**src/logic/settings_cfg.svh**
```systemverilog
/*
 * Opcode, funct3 and funct7 encodings of the supported instructions
 * and the register file size
 */
`ifndef SETTINGS_CFG_SVH
`define SETTINGS_CFG_SVH

`define OPC_OP      7'b0110011      // Register-register ALU
`define OPC_OPIMM   7'b0010011      // Register-immediate ALU
`define OPC_LUI     7'b0110111      // Load upper immediate

`define F3_ADD      3'b000
`define F3_SLL      3'b001
`define F3_SLT      3'b010
`define F3_SLTU     3'b011
`define F3_XOR      3'b100
`define F3_SR       3'b101          // SRL or SRA, picked by funct7
`define F3_OR       3'b110
`define F3_AND      3'b111

`define F7_ALT      7'b0100000      // Selects SUB or SRA

`define RF_REGS     32

`endif

```
**src/logic/p_hardisc.sv**
```systemverilog
/*
 * Shared types of the reduced pipeline: data word, register address
 * and the ALU function encoding
 */
package p_hardisc;

    typedef logic [31:0] word_t;    // Data word
    typedef logic [4:0] rf_add;     // Register file address

    // ALU function carried from decode down to execute
    typedef enum logic [3:0] {
        F_ADD,
        F_SUB,
        F_SLL,
        F_SLT,
        F_SLTU,
        F_XOR,
        F_SRL,
        F_SRA,
        F_OR,
        F_AND,
        F_LUI
    } f_part;

endpackage

```
**src/logic/hardisc.sv**
```systemverilog
/*
 * Top level of the reduced integer pipeline
 */
`timescale 1ns/1ps

module hardisc (
    input  logic               s_clk_i,
    input  logic               arst_n_i,
    input  logic               s_instr_valid_i,     // One-cycle instruction strobe
    input  p_hardisc::word_t   s_instr_i,
    output logic               s_wb_valid_o,        // One-cycle retire strobe
    output p_hardisc::rf_add   s_wb_rd_o,
    output p_hardisc::word_t   s_wb_val_o
);
    import p_hardisc::*;

    logic  s_idop_valid;
    logic  s_idop_useimm;
    rf_add s_idop_rs1;
    rf_add s_idop_rs2;
    rf_add s_idop_rd;
    word_t s_idop_imm;
    f_part s_idop_f;
    word_t s_idop_p1;
    word_t s_idop_p2;
    logic  s_opex_valid;
    word_t s_opex_op1;
    word_t s_opex_op2;
    rf_add s_opex_rd;
    f_part s_opex_f;
    rf_add s_ex_rd;
    word_t s_ex_res;
    logic  s_exwb_valid;
    rf_add s_exwb_rd;
    word_t s_exwb_val;

    pipeline_id m_pipe_id (
        .s_clk_i(s_clk_i), .s_instr_valid_i(s_instr_valid_i), .arst_n_i(arst_n_i),
        .s_instr_i(s_instr_i), .s_idop_valid_o(s_idop_valid), .s_idop_rs1_o(s_idop_rs1),
        .s_idop_rs2_o(s_idop_rs2), .s_idop_rd_o(s_idop_rd), .s_idop_imm_o(s_idop_imm),
        .s_idop_useimm_o(s_idop_useimm), .s_idop_f_o(s_idop_f)
    );

    rf_controller m_rfc (
        .s_clk_i(s_clk_i), .arst_n_i(arst_n_i),
        .s_r_p1_add_i(s_idop_rs1), .s_r_p2_add_i(s_idop_rs2),
        .s_wb_we_i(s_exwb_valid), .s_wb_add_i(s_exwb_rd), .s_wb_val_i(s_exwb_val),
        .s_p1_val_o(s_idop_p1), .s_p2_val_o(s_idop_p2)
    );

    pipeline_op m_pipe_op (
        .s_clk_i(s_clk_i), .arst_n_i(arst_n_i), .s_idop_valid_i(s_idop_valid),
        .s_idop_rs1_i(s_idop_rs1), .s_idop_rs2_i(s_idop_rs2), .s_idop_rd_i(s_idop_rd),
        .s_idop_imm_i(s_idop_imm), .s_idop_useimm_i(s_idop_useimm), .s_idop_f_i(s_idop_f),
        .s_idop_p1_i(s_idop_p1), .s_idop_p2_i(s_idop_p2),
        .s_ex_rd_i(s_ex_rd), .s_ex_res_i(s_ex_res), .s_exwb_valid_i(s_exwb_valid),
        .s_exwb_rd_i(s_exwb_rd), .s_exwb_val_i(s_exwb_val),
        .s_opex_valid_o(s_opex_valid), .s_opex_op1_o(s_opex_op1), .s_opex_op2_o(s_opex_op2),
        .s_opex_rd_o(s_opex_rd), .s_opex_f_o(s_opex_f)
    );

    pipeline_ex m_pipe_ex (
        .s_clk_i(s_clk_i), .arst_n_i(arst_n_i), .s_opex_valid_i(s_opex_valid),
        .s_opex_op1_i(s_opex_op1), .s_opex_op2_i(s_opex_op2), .s_opex_rd_i(s_opex_rd),
        .s_opex_f_i(s_opex_f), .s_ex_rd_o(s_ex_rd), .s_ex_res_o(s_ex_res),
        .s_exwb_valid_o(s_exwb_valid), .s_exwb_rd_o(s_exwb_rd), .s_exwb_val_o(s_exwb_val)
    );

    assign s_wb_valid_o = s_exwb_valid;     // Writeback port mirrors exwb
    assign s_wb_rd_o    = s_exwb_rd;
    assign s_wb_val_o   = s_exwb_val;

endmodule

```
**src/logic/pipeline_ex.sv**
```systemverilog
/*
 * Execute stage: ALU, execute forward path and the writeback register
 */
`timescale 1ns/1ps

module pipeline_ex (
    input  logic               s_clk_i,
    input  logic               arst_n_i,
    input  logic               s_opex_valid_i,
    input  p_hardisc::word_t   s_opex_op1_i,
    input  p_hardisc::word_t   s_opex_op2_i,
    input  p_hardisc::rf_add   s_opex_rd_i,
    input  p_hardisc::f_part   s_opex_f_i,
    output p_hardisc::rf_add   s_ex_rd_o,       // x0 when the stage is empty
    output p_hardisc::word_t   s_ex_res_o,
    output logic               s_exwb_valid_o,
    output p_hardisc::rf_add   s_exwb_rd_o,
    output p_hardisc::word_t   s_exwb_val_o
);
    import p_hardisc::*;

    word_t      s_alu;
    word_t      s_res;
    logic [4:0] s_shamt;

    assign s_shamt = s_opex_op2_i[4:0];

    always_comb begin
        case (s_opex_f_i)
            F_ADD:   s_alu = s_opex_op1_i + s_opex_op2_i;
            F_SUB:   s_alu = s_opex_op1_i - s_opex_op2_i;
            F_SLL:   s_alu = s_opex_op1_i << s_shamt;
            F_SLT:   s_alu = {31'b0, $signed(s_opex_op1_i) < $signed(s_opex_op2_i)};
            F_SLTU:  s_alu = {31'b0, s_opex_op1_i < s_opex_op2_i};
            F_XOR:   s_alu = s_opex_op1_i ^ s_opex_op2_i;
            F_SRL:   s_alu = s_opex_op1_i >> s_shamt;
            F_SRA:   s_alu = word_t'($signed(s_opex_op1_i) >>> s_shamt);
            F_OR:    s_alu = s_opex_op1_i | s_opex_op2_i;
            F_AND:   s_alu = s_opex_op1_i & s_opex_op2_i;
            F_LUI:   s_alu = s_opex_op2_i;          // Upper immediate passes through
            default: s_alu = '0;
        endcase
    end

    // Results for x0 are zero so every path matches the register file
    assign s_res      = (s_opex_rd_i == '0) ? '0 : s_alu;
    assign s_ex_rd_o  = s_opex_valid_i ? s_opex_rd_i : '0;
    assign s_ex_res_o = s_res;

    always_ff @(posedge s_clk_i or negedge arst_n_i) begin
        if (!arst_n_i) begin
            s_exwb_valid_o <= 1'b0;
            s_exwb_rd_o    <= '0;
        end else begin
            s_exwb_valid_o <= s_opex_valid_i;
            s_exwb_rd_o    <= s_opex_rd_i;
        end
    end

    always_ff @(posedge s_clk_i) begin
        s_exwb_val_o <= s_res;
    end

endmodule

```
**src/logic/pipeline_id.sv**
```systemverilog
/*
 * Decode stage: splits an instruction into register addresses, immediate
 * and ALU function, and registers them towards the operand stage
 */
`timescale 1ns/1ps
`include "settings_cfg.svh"

module pipeline_id (
    input  logic               s_clk_i,
    input  logic               arst_n_i,
    input  logic               s_instr_valid_i,     // Instruction strobe
    input  p_hardisc::word_t   s_instr_i,
    output logic               s_idop_valid_o,
    output p_hardisc::rf_add   s_idop_rs1_o,
    output p_hardisc::rf_add   s_idop_rs2_o,
    output p_hardisc::rf_add   s_idop_rd_o,
    output p_hardisc::word_t   s_idop_imm_o,
    output logic               s_idop_useimm_o,     // Operand 2 comes from the immediate
    output p_hardisc::f_part   s_idop_f_o
);
    import p_hardisc::*;

    logic [6:0] s_opc;
    logic [2:0] s_f3;
    logic [6:0] s_f7;
    logic       s_alt;
    logic       s_legal;
    logic       s_useimm;
    rf_add      s_rs1;
    word_t      s_imm;
    f_part      s_f;

    assign s_opc = s_instr_i[6:0];
    assign s_f3  = s_instr_i[14:12];
    assign s_f7  = s_instr_i[31:25];
    assign s_alt = (s_f7 == `F7_ALT);

    always_comb begin
        s_legal  = 1'b0;
        s_useimm = 1'b0;
        s_rs1    = s_instr_i[19:15];
        s_imm    = {{20{s_instr_i[31]}}, s_instr_i[31:20]};    // I-type, sign extended
        case (s_f3)
            `F3_ADD:  s_f = (s_alt && s_opc == `OPC_OP) ? F_SUB : F_ADD;
            `F3_SLL:  s_f = F_SLL;
            `F3_SLT:  s_f = F_SLT;
            `F3_SLTU: s_f = F_SLTU;
            `F3_XOR:  s_f = F_XOR;
            `F3_SR:   s_f = s_alt ? F_SRA : F_SRL;
            `F3_OR:   s_f = F_OR;
            default:  s_f = F_AND;
        endcase
        case (s_opc)
            `OPC_OP: begin
                s_legal = (s_f7 == 7'b0) || (s_alt && (s_f3 == `F3_ADD || s_f3 == `F3_SR));
            end
            `OPC_OPIMM: begin
                s_useimm = 1'b1;
                s_legal  = 1'b1;
                if (s_f3 == `F3_SLL || s_f3 == `F3_SR) begin
                    s_imm   = {27'b0, s_instr_i[24:20]};           // Shift amount
                    s_legal = (s_f7 == 7'b0) || (s_alt && s_f3 == `F3_SR);
                end
            end
            `OPC_LUI: begin
                s_legal  = 1'b1;
                s_useimm = 1'b1;
                s_rs1    = '0;
                s_imm    = {s_instr_i[31:12], 12'b0};              // U-type
                s_f      = F_LUI;
            end
            default: s_legal = 1'b0;
        endcase
    end

    always_ff @(posedge s_clk_i or negedge arst_n_i) begin
        if (!arst_n_i) begin
            s_idop_valid_o  <= 1'b0;
            s_idop_rs1_o    <= '0;
            s_idop_rs2_o    <= '0;
            s_idop_rd_o     <= '0;
            s_idop_useimm_o <= 1'b0;
            s_idop_f_o      <= F_ADD;
        end else begin
            s_idop_valid_o  <= s_instr_valid_i && s_legal;     // Illegal encodings are dropped
            s_idop_rs1_o    <= s_rs1;
            s_idop_rs2_o    <= s_instr_i[24:20];
            s_idop_rd_o     <= s_instr_i[11:7];
            s_idop_useimm_o <= s_useimm;
            s_idop_f_o      <= s_f;
        end
    end

    always_ff @(posedge s_clk_i) begin
        s_idop_imm_o <= s_imm;
    end

endmodule

```
**src/logic/pipeline_op.sv**
```systemverilog
/*
 * Operand stage: resolves source registers against the forward paths,
 * applies the immediate and registers the operand pair
 */
`timescale 1ns/1ps

module pipeline_op (
    input  logic               s_clk_i,
    input  logic               arst_n_i,
    input  logic               s_idop_valid_i,
    input  p_hardisc::rf_add   s_idop_rs1_i,
    input  p_hardisc::rf_add   s_idop_rs2_i,
    input  p_hardisc::rf_add   s_idop_rd_i,
    input  p_hardisc::word_t   s_idop_imm_i,
    input  logic               s_idop_useimm_i,
    input  p_hardisc::f_part   s_idop_f_i,
    input  p_hardisc::word_t   s_idop_p1_i,     // Register file read values
    input  p_hardisc::word_t   s_idop_p2_i,
    input  p_hardisc::rf_add   s_ex_rd_i,       // Execute forward path
    input  p_hardisc::word_t   s_ex_res_i,
    input  logic               s_exwb_valid_i,  // Writeback forward path
    input  p_hardisc::rf_add   s_exwb_rd_i,
    input  p_hardisc::word_t   s_exwb_val_i,
    output logic               s_opex_valid_o,
    output p_hardisc::word_t   s_opex_op1_o,
    output p_hardisc::word_t   s_opex_op2_o,
    output p_hardisc::rf_add   s_opex_rd_o,
    output p_hardisc::f_part   s_opex_f_o
);
    import p_hardisc::*;

    word_t s_op1;
    word_t s_op2;

    // Youngest producer wins, x0 is never forwarded
    function automatic word_t fwd_sel(input rf_add rs, input word_t rf_val, input rf_add ex_rd,
                                      input word_t ex_res, input logic wb_valid,
                                      input rf_add wb_rd, input word_t wb_val);
        if (rs != '0 && rs == ex_rd)
            return ex_res;
        if (wb_valid && rs != '0 && rs == wb_rd)
            return wb_val;
        return rf_val;
    endfunction

    assign s_op1 = fwd_sel(s_idop_rs1_i, s_idop_p1_i, s_ex_rd_i, s_ex_res_i,
                           s_exwb_valid_i, s_exwb_rd_i, s_exwb_val_i);
    assign s_op2 = s_idop_useimm_i ? s_idop_imm_i :
                   fwd_sel(s_idop_rs2_i, s_idop_p2_i, s_ex_rd_i, s_ex_res_i,
                           s_exwb_valid_i, s_exwb_rd_i, s_exwb_val_i);

    always_ff @(posedge s_clk_i or negedge arst_n_i) begin
        if (!arst_n_i) begin
            s_opex_valid_o <= 1'b0;
            s_opex_rd_o    <= '0;
            s_opex_f_o     <= F_ADD;
        end else begin
            s_opex_valid_o <= s_idop_valid_i;
            s_opex_rd_o    <= s_idop_rd_i;
            s_opex_f_o     <= s_idop_f_i;
        end
    end

    always_ff @(posedge s_clk_i) begin
        s_opex_op1_o <= s_op1;
        s_opex_op2_o <= s_op2;
    end

endmodule

```
**src/logic/rf_controller.sv**
```systemverilog
/*
 * Register file with two combinational read ports and one write port
 */
`timescale 1ns/1ps
`include "settings_cfg.svh"

module rf_controller (
    input  logic               s_clk_i,
    input  logic               arst_n_i,
    input  p_hardisc::rf_add   s_r_p1_add_i,
    input  p_hardisc::rf_add   s_r_p2_add_i,
    input  logic               s_wb_we_i,       // Write strobe from exwb
    input  p_hardisc::rf_add   s_wb_add_i,
    input  p_hardisc::word_t   s_wb_val_i,
    output p_hardisc::word_t   s_p1_val_o,
    output p_hardisc::word_t   s_p2_val_o
);
    import p_hardisc::*;

    word_t s_regs [1:`RF_REGS-1];               // x0 has no storage

    always_ff @(posedge s_clk_i or negedge arst_n_i) begin
        if (!arst_n_i) begin
            for (int i = 1; i < `RF_REGS; i++) begin
                s_regs[i] <= '0;
            end
        end else if (s_wb_we_i && s_wb_add_i != '0) begin
            s_regs[s_wb_add_i] <= s_wb_val_i;
        end
    end

    // Address 0 always reads as zero
    assign s_p1_val_o = (s_r_p1_add_i == '0) ? '0 : s_regs[s_r_p1_add_i];
    assign s_p2_val_o = (s_r_p2_add_i == '0) ? '0 : s_regs[s_r_p2_add_i];

endmodule

```
**config.mk**
```make
export PLATFORM = sky130hd
export DESIGN_NAME = hardisc
export DESIGN_NICKNAME = d
export VERILOG_FILES = /design/src/logic/p_hardisc.sv /design/src/logic/hardisc.sv /design/src/logic/pipeline_ex.sv /design/src/logic/pipeline_id.sv /design/src/logic/pipeline_op.sv /design/src/logic/rf_controller.sv
export VERILOG_INCLUDE_DIRS = /design/src /design/src/logic
export SDC_FILE = /design/constraint.sdc
export NUM_CORES = 2
export LEC_CHECK = 0
export BUFFER_PORTS_ARGS = -buffer_cell sky130_fd_sc_hd__buf_2
export CORE_UTILIZATION = 63
export CTS_CLUSTER_DIAMETER = 120
export DETAILED_ROUTE_END_ITERATION = 6
export GPL_TIMING_DRIVEN = 0
export HOLD_SLACK_MARGIN = 0.06
export PLACE_DENSITY = 0.79
export SLEW_MARGIN = 10
export SYNTH_ARGS = -nofsm -noshare
export SYNTH_HDL_FRONTEND = slang
export SYNTH_SLANG_ARGS = --single-unit
```
**constraint.sdc**
```tcl
create_clock -name s_clk_i -period 4.9 [get_ports s_clk_i]
set_input_delay 0.245 -clock s_clk_i [delete_from_list [all_inputs] [get_ports s_clk_i]]
set_output_delay 0.245 -clock s_clk_i [all_outputs]
set_load 0.02 [all_outputs]
```
# Yosys cells after proc, flatten, opt, wreduce, memory -nomap -nowiden
# Index checks and enable logic that the tools add are counted.
# Widths: inputs -> output; s select.
# classes
n_addsub,2
magnitude_cmp,6
eq_ne,24
shifts,3
n_mux,39
bitwise,6
n_reduce_logical,26
# ops
cell,n
$bwmux 992,1
$mux 32,18
$pmux 32 s11,1
$bmux 32 s5,2
$demux 32 s5,1
$lt 32x32->1,2
$pmux 32 s2,1
$add 32x32->32,1
$and 32x32->32,1
$or 32x32->32,1
$shl 32x5->32,1
$shr 32x5->32,1
$sshr 32x5->32,1
$sub 32x32->32,1
$xor 32x32->32,1
$pmux 4 s7,1
$eq 7x6->1 const B,3
$eq 5x5->1,4
$ge 6x6->1 const B,3
$not 5->6,3
$eq 4x3->1 const B,4
$logic_not 5->1,3
$reduce_bool 5->1,3
$eq 4x4->1 const B,3
17 further kinds,45
# word_totals
ff_bits,1157
inputBits,35
out_inout_bits,38
wordCells,152

# Depth between registers and ports, before layout
# depth
depth_word,8
mapped_depth,17
depth_no_buf,14

# Cells and area by module
# Synthesis repeated with hierarchy kept, for this count alone.
# hier_totals
hier_cells,5703
area_unflattened_um2,68703.4
# by_module_without_submodules
module,instances,cells_per_inst,area_per_inst_um2,seq_area_each_um2
rf_controller,1,3628,52945.8,24823.8
pipeline_ex,1,1509,10302.4,790.8
pipeline_op,1,430,3721.1,1531.5
pipeline_id,1,136,1734.2,1166.1

# Worst setup path before layout
# No wires, ideal clock.
# synth_path
path_type,register -> register
start,reg m_pipe_op.s_opex_op2_o[3]
end,reg m_pipe_op.s_opex_op2_o[29]
setup_ns,0.122
arrival_ns,3.768
required_time_ns,4.778
setup_slack_ns,1.010
stages_incl_launch_ff,18
path_buffers,5
synth_period_minus_slack_ns,3.890
path_cell_list,dfxtp_1 > buf_2 > clkinv_1 > buf_2 > buf_1 > clkbuf_1 > ha_1 > clkbuf_1 > o211ai_1 > o21ai_0 > a31oi_1 > o21ai_0 > nand3_1 > a221oi_1 > mux2i_1 > o211a_1 > nor2b_1 > a221o_1
# synth_between
elab_chain_len,8
word_cells_on_any_way,12
classes_between,add/sub (2); shift (3); mux (7)
# synth_rtl
item,line,text
"start, declared",pipeline_op.sv:26,"output p_hardisc::word_t s_opex_op2_o,"
"start signal, assigned",pipeline_op.sv:66,s_opex_op2_o <= s_op2;
"$sub 32x32->32, or another cell as far along",pipeline_ex.sv:31,F_SUB: s_alu = s_opex_op1_i - s_opex_op2_i;
$pmux 32 s11 *,pipeline_ex.sv:29,case (s_opex_f_i)
$mux 32 *,pipeline_ex.sv:46,assign s_res = (s_opex_rd_i == '0) ? '0 : s_alu;
$mux 32 *,pipeline_op.sv:39,if (rs != '0 && rs == ex_rd)
$mux 32,pipeline_op.sv:41,if (wb_valid && rs != '0 && rs == wb_rd)
$mux 32,pipeline_op.sv:43,return rf_val;
$mux 32 *,pipeline_op.sv:41,
$mux 32 *,pipeline_op.sv:48,assign s_op2 = s_idop_useimm_i ? s_idop_imm_i :
named net m_pipe_op.s_op2[29],pipeline_op.sv:33,word_t s_op2;
# The timed path passes the listed nets; every way through them passes the cells marked *. The select of a mux whose other input is x is not followed.
# A chain may end at the register's enable or synchronous reset.

# Worst setup path after layout
# layout_path
start,reg m_pipe_id.s_idop_rs2_o[1]
end,reg m_pipe_op.s_opex_op2_o[13]
# layout_between
elab_chain_len,8
word_cells_on_any_way,19
classes_between,eq/ne (2); mux (11); bitwise (1); reduce/logical (5)
# layout_rtl
item,line,text
"start, declared",pipeline_id.sv:15,"output p_hardisc::rf_add s_idop_rs2_o,"
"start signal, assigned",pipeline_id.sv:87,s_idop_rs2_o <= s_instr_i[24:20];
$not 5->6 (implied by the code) / $reduce_bool 5->1 (equally long branches),"rf_controller.sv:34, pipeline_op.sv:39, pipeline_op.sv:41",
$bmux 32 s5 / $logic_and 1x1->1 (equally long branches),"rf_controller.sv:34, pipeline_op.sv:41",
$mux 32 (implied by the code) / $logic_and 1x1->1 (equally long branches),"rf_controller.sv:34, pipeline_op.sv:41",
$mux 32 (implied by the code) / $mux 1 (equally long branches),"rf_controller.sv:34, pipeline_op.sv:41",
$mux 32 / $mux 1 (equally long branches),"rf_controller.sv:34, pipeline_op.sv:41",
$mux 32,pipeline_op.sv:43,
$mux 32 *,pipeline_op.sv:41,
$mux 32 *,pipeline_op.sv:48,
named net m_pipe_op.s_op2[13],pipeline_op.sv:33,
# Marked as above.

==> flow_metrics.env <==
export IMPL_htreeDepth=3
export IMPL_setup_viol=10
export IMPL_slew_viol_final=65
export IMPL_fin_crit_sh_pct=105.3
export IMPL_grt_pass1_vias=55370
export IMPL_synth_top_area_share_pct=37.68
export IMPL_overflow=0
export IMPL_fin_ws_ns=-0.2612
export IMPL_vias=56330
export IMPL_first_pass_iters=7
export IMPL_rsz0062_at_grt="no"
export IMPL_worst_pin_slew_ns=1.539
export IMPL_crit_arrival_ns=5.75
export IMPL_cts_tree="done"
export IMPL_pwr_density_cell_nw_per_um2=290.5
export IMPL_synth_edf_count=0
export IMPL_outcome="finished, violations left"
export IMPL_die_area_um2=109800
export IMPL_cts_num_sinks=1157
export IMPL_finClkSkew_ns=0.08283
export IMPL_drc=22
export IMPL_grt_pass1_wl_mm=410.1
export IMPL_hold_viol_final=0
export IMPL_syn_area_um2=68350
export IMPL_start_util_pct=63.66
export IMPL_slew_headroom_pct=-2.592
export IMPL_cts_made_buffers=117
export IMPL_worstPathCellList="clkbuf_1 > clkbuf_1 > clkbuf_1 > mux4_2 > mux4_2 > mux2i_1 > o211ai_1 > o21ai_0 > o21ai_0"
export IMPL_ant_nets=0
export IMPL_dp_hpwl_mm=204.0
export IMPL_gp_congestion=1.087
export IMPL_hold_slack_ns=0.07005
export IMPL_startpoint="m_pipe_id.s_idop_rs2_o[1]"
export IMPL_final_nets=5611
export IMPL_yosys_most_used_dff="dfrtp_1"
export IMPL_max_freq_mhz=193.8
export IMPL_synth_area_leaders="dfrtp_1, mux4_2, mux2_2, dfxtp_1, ha_1"
export IMPL_core_area_um2=107400
export IMPL_clkLatencyLatePin_ns=0.78
export IMPL_r2r_start="m_pipe_id.s_idop_rs2_o[1]"
export IMPL_num_rows=120
export IMPL_synthCells=5241
export IMPL_ys_types=96
export IMPL_syn_nets=5382
export IMPL_cts_clk_slew_worst_paths_ns=0.06
export IMPL_die_w_um=331.4
export IMPL_io_pins=73
export IMPL_grt_total_usage_pct=53.36
export IMPL_syn_avg_cell_area_um2=13.04
export IMPL_vias_per_cell=8.066
export IMPL_die_h_um=331.4
export IMPL_slowest_delay_ns=1.00
export IMPL_setup_worst_path_end_class="register"
export IMPL_async_flop_share_pct=88.94
export IMPL_dp_cells=6722
export IMPL_critical_path_slowest_cell="clkbuf_1"
export IMPL_synth_seq_area_share_pct=41.43
export IMPL_io_buffer_count=70
export IMPL_vdd_drop_max_mv=0.3735
export IMPL_violations="design-rule violations, max-capacitance violations, max-slew violations, negative setup slack"
export IMPL_yosys_warnings=0
export IMPL_crit_fanout=10
export IMPL_worst_hold_path_type="primary input to async pin"
export IMPL_rr_worst_depth=9
export IMPL_finalSetupTns_ns=-1.414
export IMPL_crit_type="register to register"
export IMPL_leakagePower_uw=0.03343
export IMPL_start_kind="register"
export IMPL_cts_root_buf="clkbuf_16"
export IMPL_grt_max_degree=154
export IMPL_cp_common_cell="clkbuf_1"
export IMPL_cap_viol_max_count=6
export IMPL_synth_seq_cells=1157
export IMPL_synth_largest_area_cell="dfrtp_1"
export IMPL_routed_wl_mm=293.0
export IMPL_period_minus_slack_ns=5.161
export IMPL_drt_initial_drc_count=9324
export IMPL_wl_per_cell_um=41.96
export IMPL_antenna_found_initial=20
export IMPL_final_layout_size_suffix_gt1_share_pct=39.27
export IMPL_syn_to_final_growth_pct=10.22
export IMPL_clock_path_buffers=3
export IMPL_required_ns=5.48
export IMPL_fin_cells=6983
[synth_stat cells (77+ instances only)]
cell type  number
buf_1         120
nor2_1        188
mux2i_1        87
o21ai_0       161
a21oi_1       198
clkbuf_1      315
nand2_1       208
dfxtp_1       128
dfrtp_1      1029
buf_2          77
ha_1          104
mux2_2       1101
inv_1         130
mux4_2        607
[what timing repair did]
item,CTS,global route
pin swaps,0,1
endpoints found under the hold margin,240,0
buffers inserted,0,1
hold buffers,34,0
setup endpoints to repair,84,35
resized for setup,23,41
[layer usage]
layer / up-vias / routed length, um / track usage, % / part of all wire [%]
met5: - / 401 / 1.954 / 0.14
li1: 20640 / - / - / -
met1: 28530 / 99400 / 67.14 / 34
met3: 1583 / 48940 / 25.85 / 17
met4: 28 / 26060 / 37.96 / 8.9
met2: 5543 / 118200 / 71.61 / 40
[worst paths after layout]
| check | end | slack (ns) |
|---|---|---|
| hold reg to reg | m_pipe_op.s_opex_rd_o[0] | 0.36 |
| max in group asynchronous | m_rfc.s_regs[617] | 3.01 |
| min in group s_clk_i | m_pipe_id.s_idop_imm_o[9] | 0.09 |
| setup reg to reg | m_pipe_op.s_opex_op2_o[13] | -0.26 |
| hold / removal | m_rfc.s_regs[398] | 0.07 |
| setup / recovery | m_pipe_op.s_opex_op2_o[13] | -0.26 |
[where the power goes]
group / total (uW) / internal, uW / switching (uW)
combinational: 2540 / 659 / 1880
sequential: 9860 / 9630 / 228
clock: 9490 / 5430 / 4060
[metrics by stage]
| stage | utilization (%) | worst slack, ns | area, um^2 | power [uW] |
|---|---|---|---|---|
| floorplan | - | 1.010 | 68350 | 11120 |
| global placement | 65.63 | -18.44 | 70450 | 12310 |
| detailed placement | 65.88 | -1.423 | 70730 | 12340 |
| CTS | 70.03 | 0.0001577 | 75170 | 21560 |
| global route | 70.15 | 0.01408 | 75310 | 22120 |
| finish | 70.17 | -0.2612 | 75330 | 21880 |
[kinds of logic after synthesis]
kind of cell               Yosys count  synth area share, %
muxes                             1799                39.55
DFF                               1157                41.43
AOI/OAI and AO/OA                  850                8.432
buffers and inverters              658                3.872
and+or+nand+nor                    638                4.331
adders and majority gates          106                1.963
xor gates and xnor gates            33               0.4229
[critical path: cells and delay by family (launching register included)]
kind,cells,cell delay [ns]
buf+inv,3,2.59
mux,3,1.52
compound gates,3,0.53
flops,1,0.35
[placed cells by master (no fill, tap or decap), types with 37 or more instances in the layout]
cell type / synthesis / routed
mux2_2: 1101 / 1101
dfrtp_1: 1029 / 1029
mux4_2: 607 / 607
clkbuf_1: 315 / 303
nand2_1: 208 / 208
a21oi_1: 198 / 198
nor2_1: 188 / 187
buf_2: 77 / 166
o21ai_0: 161 / 156
inv_1: 130 / 130
dfxtp_1: 128 / 128
clkbuf_16: 0 / 120
ha_1: 104 / 103
mux2i_1: 87 / 87
buf_1: 120 / 75
a22o_1: 63 / 63
clkbuf_2: 0 / 57
nand3_1: 50 / 49
a221oi_1: 47 / 46
a211oi_1: 46 / 45
nor3_1: 45 / 42
a21o_1: 40 / 40
o211ai_1: 40 / 40
clkbuf_8: 0 / 37
[area by class of cell]
| cell class | instances | area [um^2] |
|---|---|---|
| plain buffers | 521 | 2261 |
| fillers | 7239 | 32020 |
| clock buffers | 188 | 3628 |
| well taps | 1403 | 1755 |
| repair buffers | 114 | 932.1 |
| multi-input cells | 3426 | 37510 |
| diodes | 9 | 22.52 |
| clock inverters | 32 | 410.4 |
| flip-flops and latches | 1157 | 28310 |
| inverters | 133 | 500.5 |
[registers in the layout (all words and copies together), names as in the netlist]
register,cells
m_pipe_id.s_idop_rd_o,5
m_pipe_ex.s_exwb_valid_o,1
m_pipe_op.s_opex_valid_o,1
m_pipe_op.s_opex_rd_o,5
m_pipe_id.s_idop_useimm_o,1
m_rfc.s_regs,992
m_pipe_op.s_opex_f_o,4
m_pipe_id.s_idop_imm_o,32
m_pipe_ex.s_exwb_val_o,32
m_pipe_op.s_opex_op2_o,32
m_pipe_id.s_idop_rs2_o,5
m_pipe_ex.s_exwb_rd_o,5
m_pipe_op.s_opex_op1_o,32
m_pipe_id.s_idop_f_o,4
m_pipe_id.s_idop_valid_o,1
m_pipe_id.s_idop_rs1_o,5
Note: power is estimated with default switching activity, not from simulation.
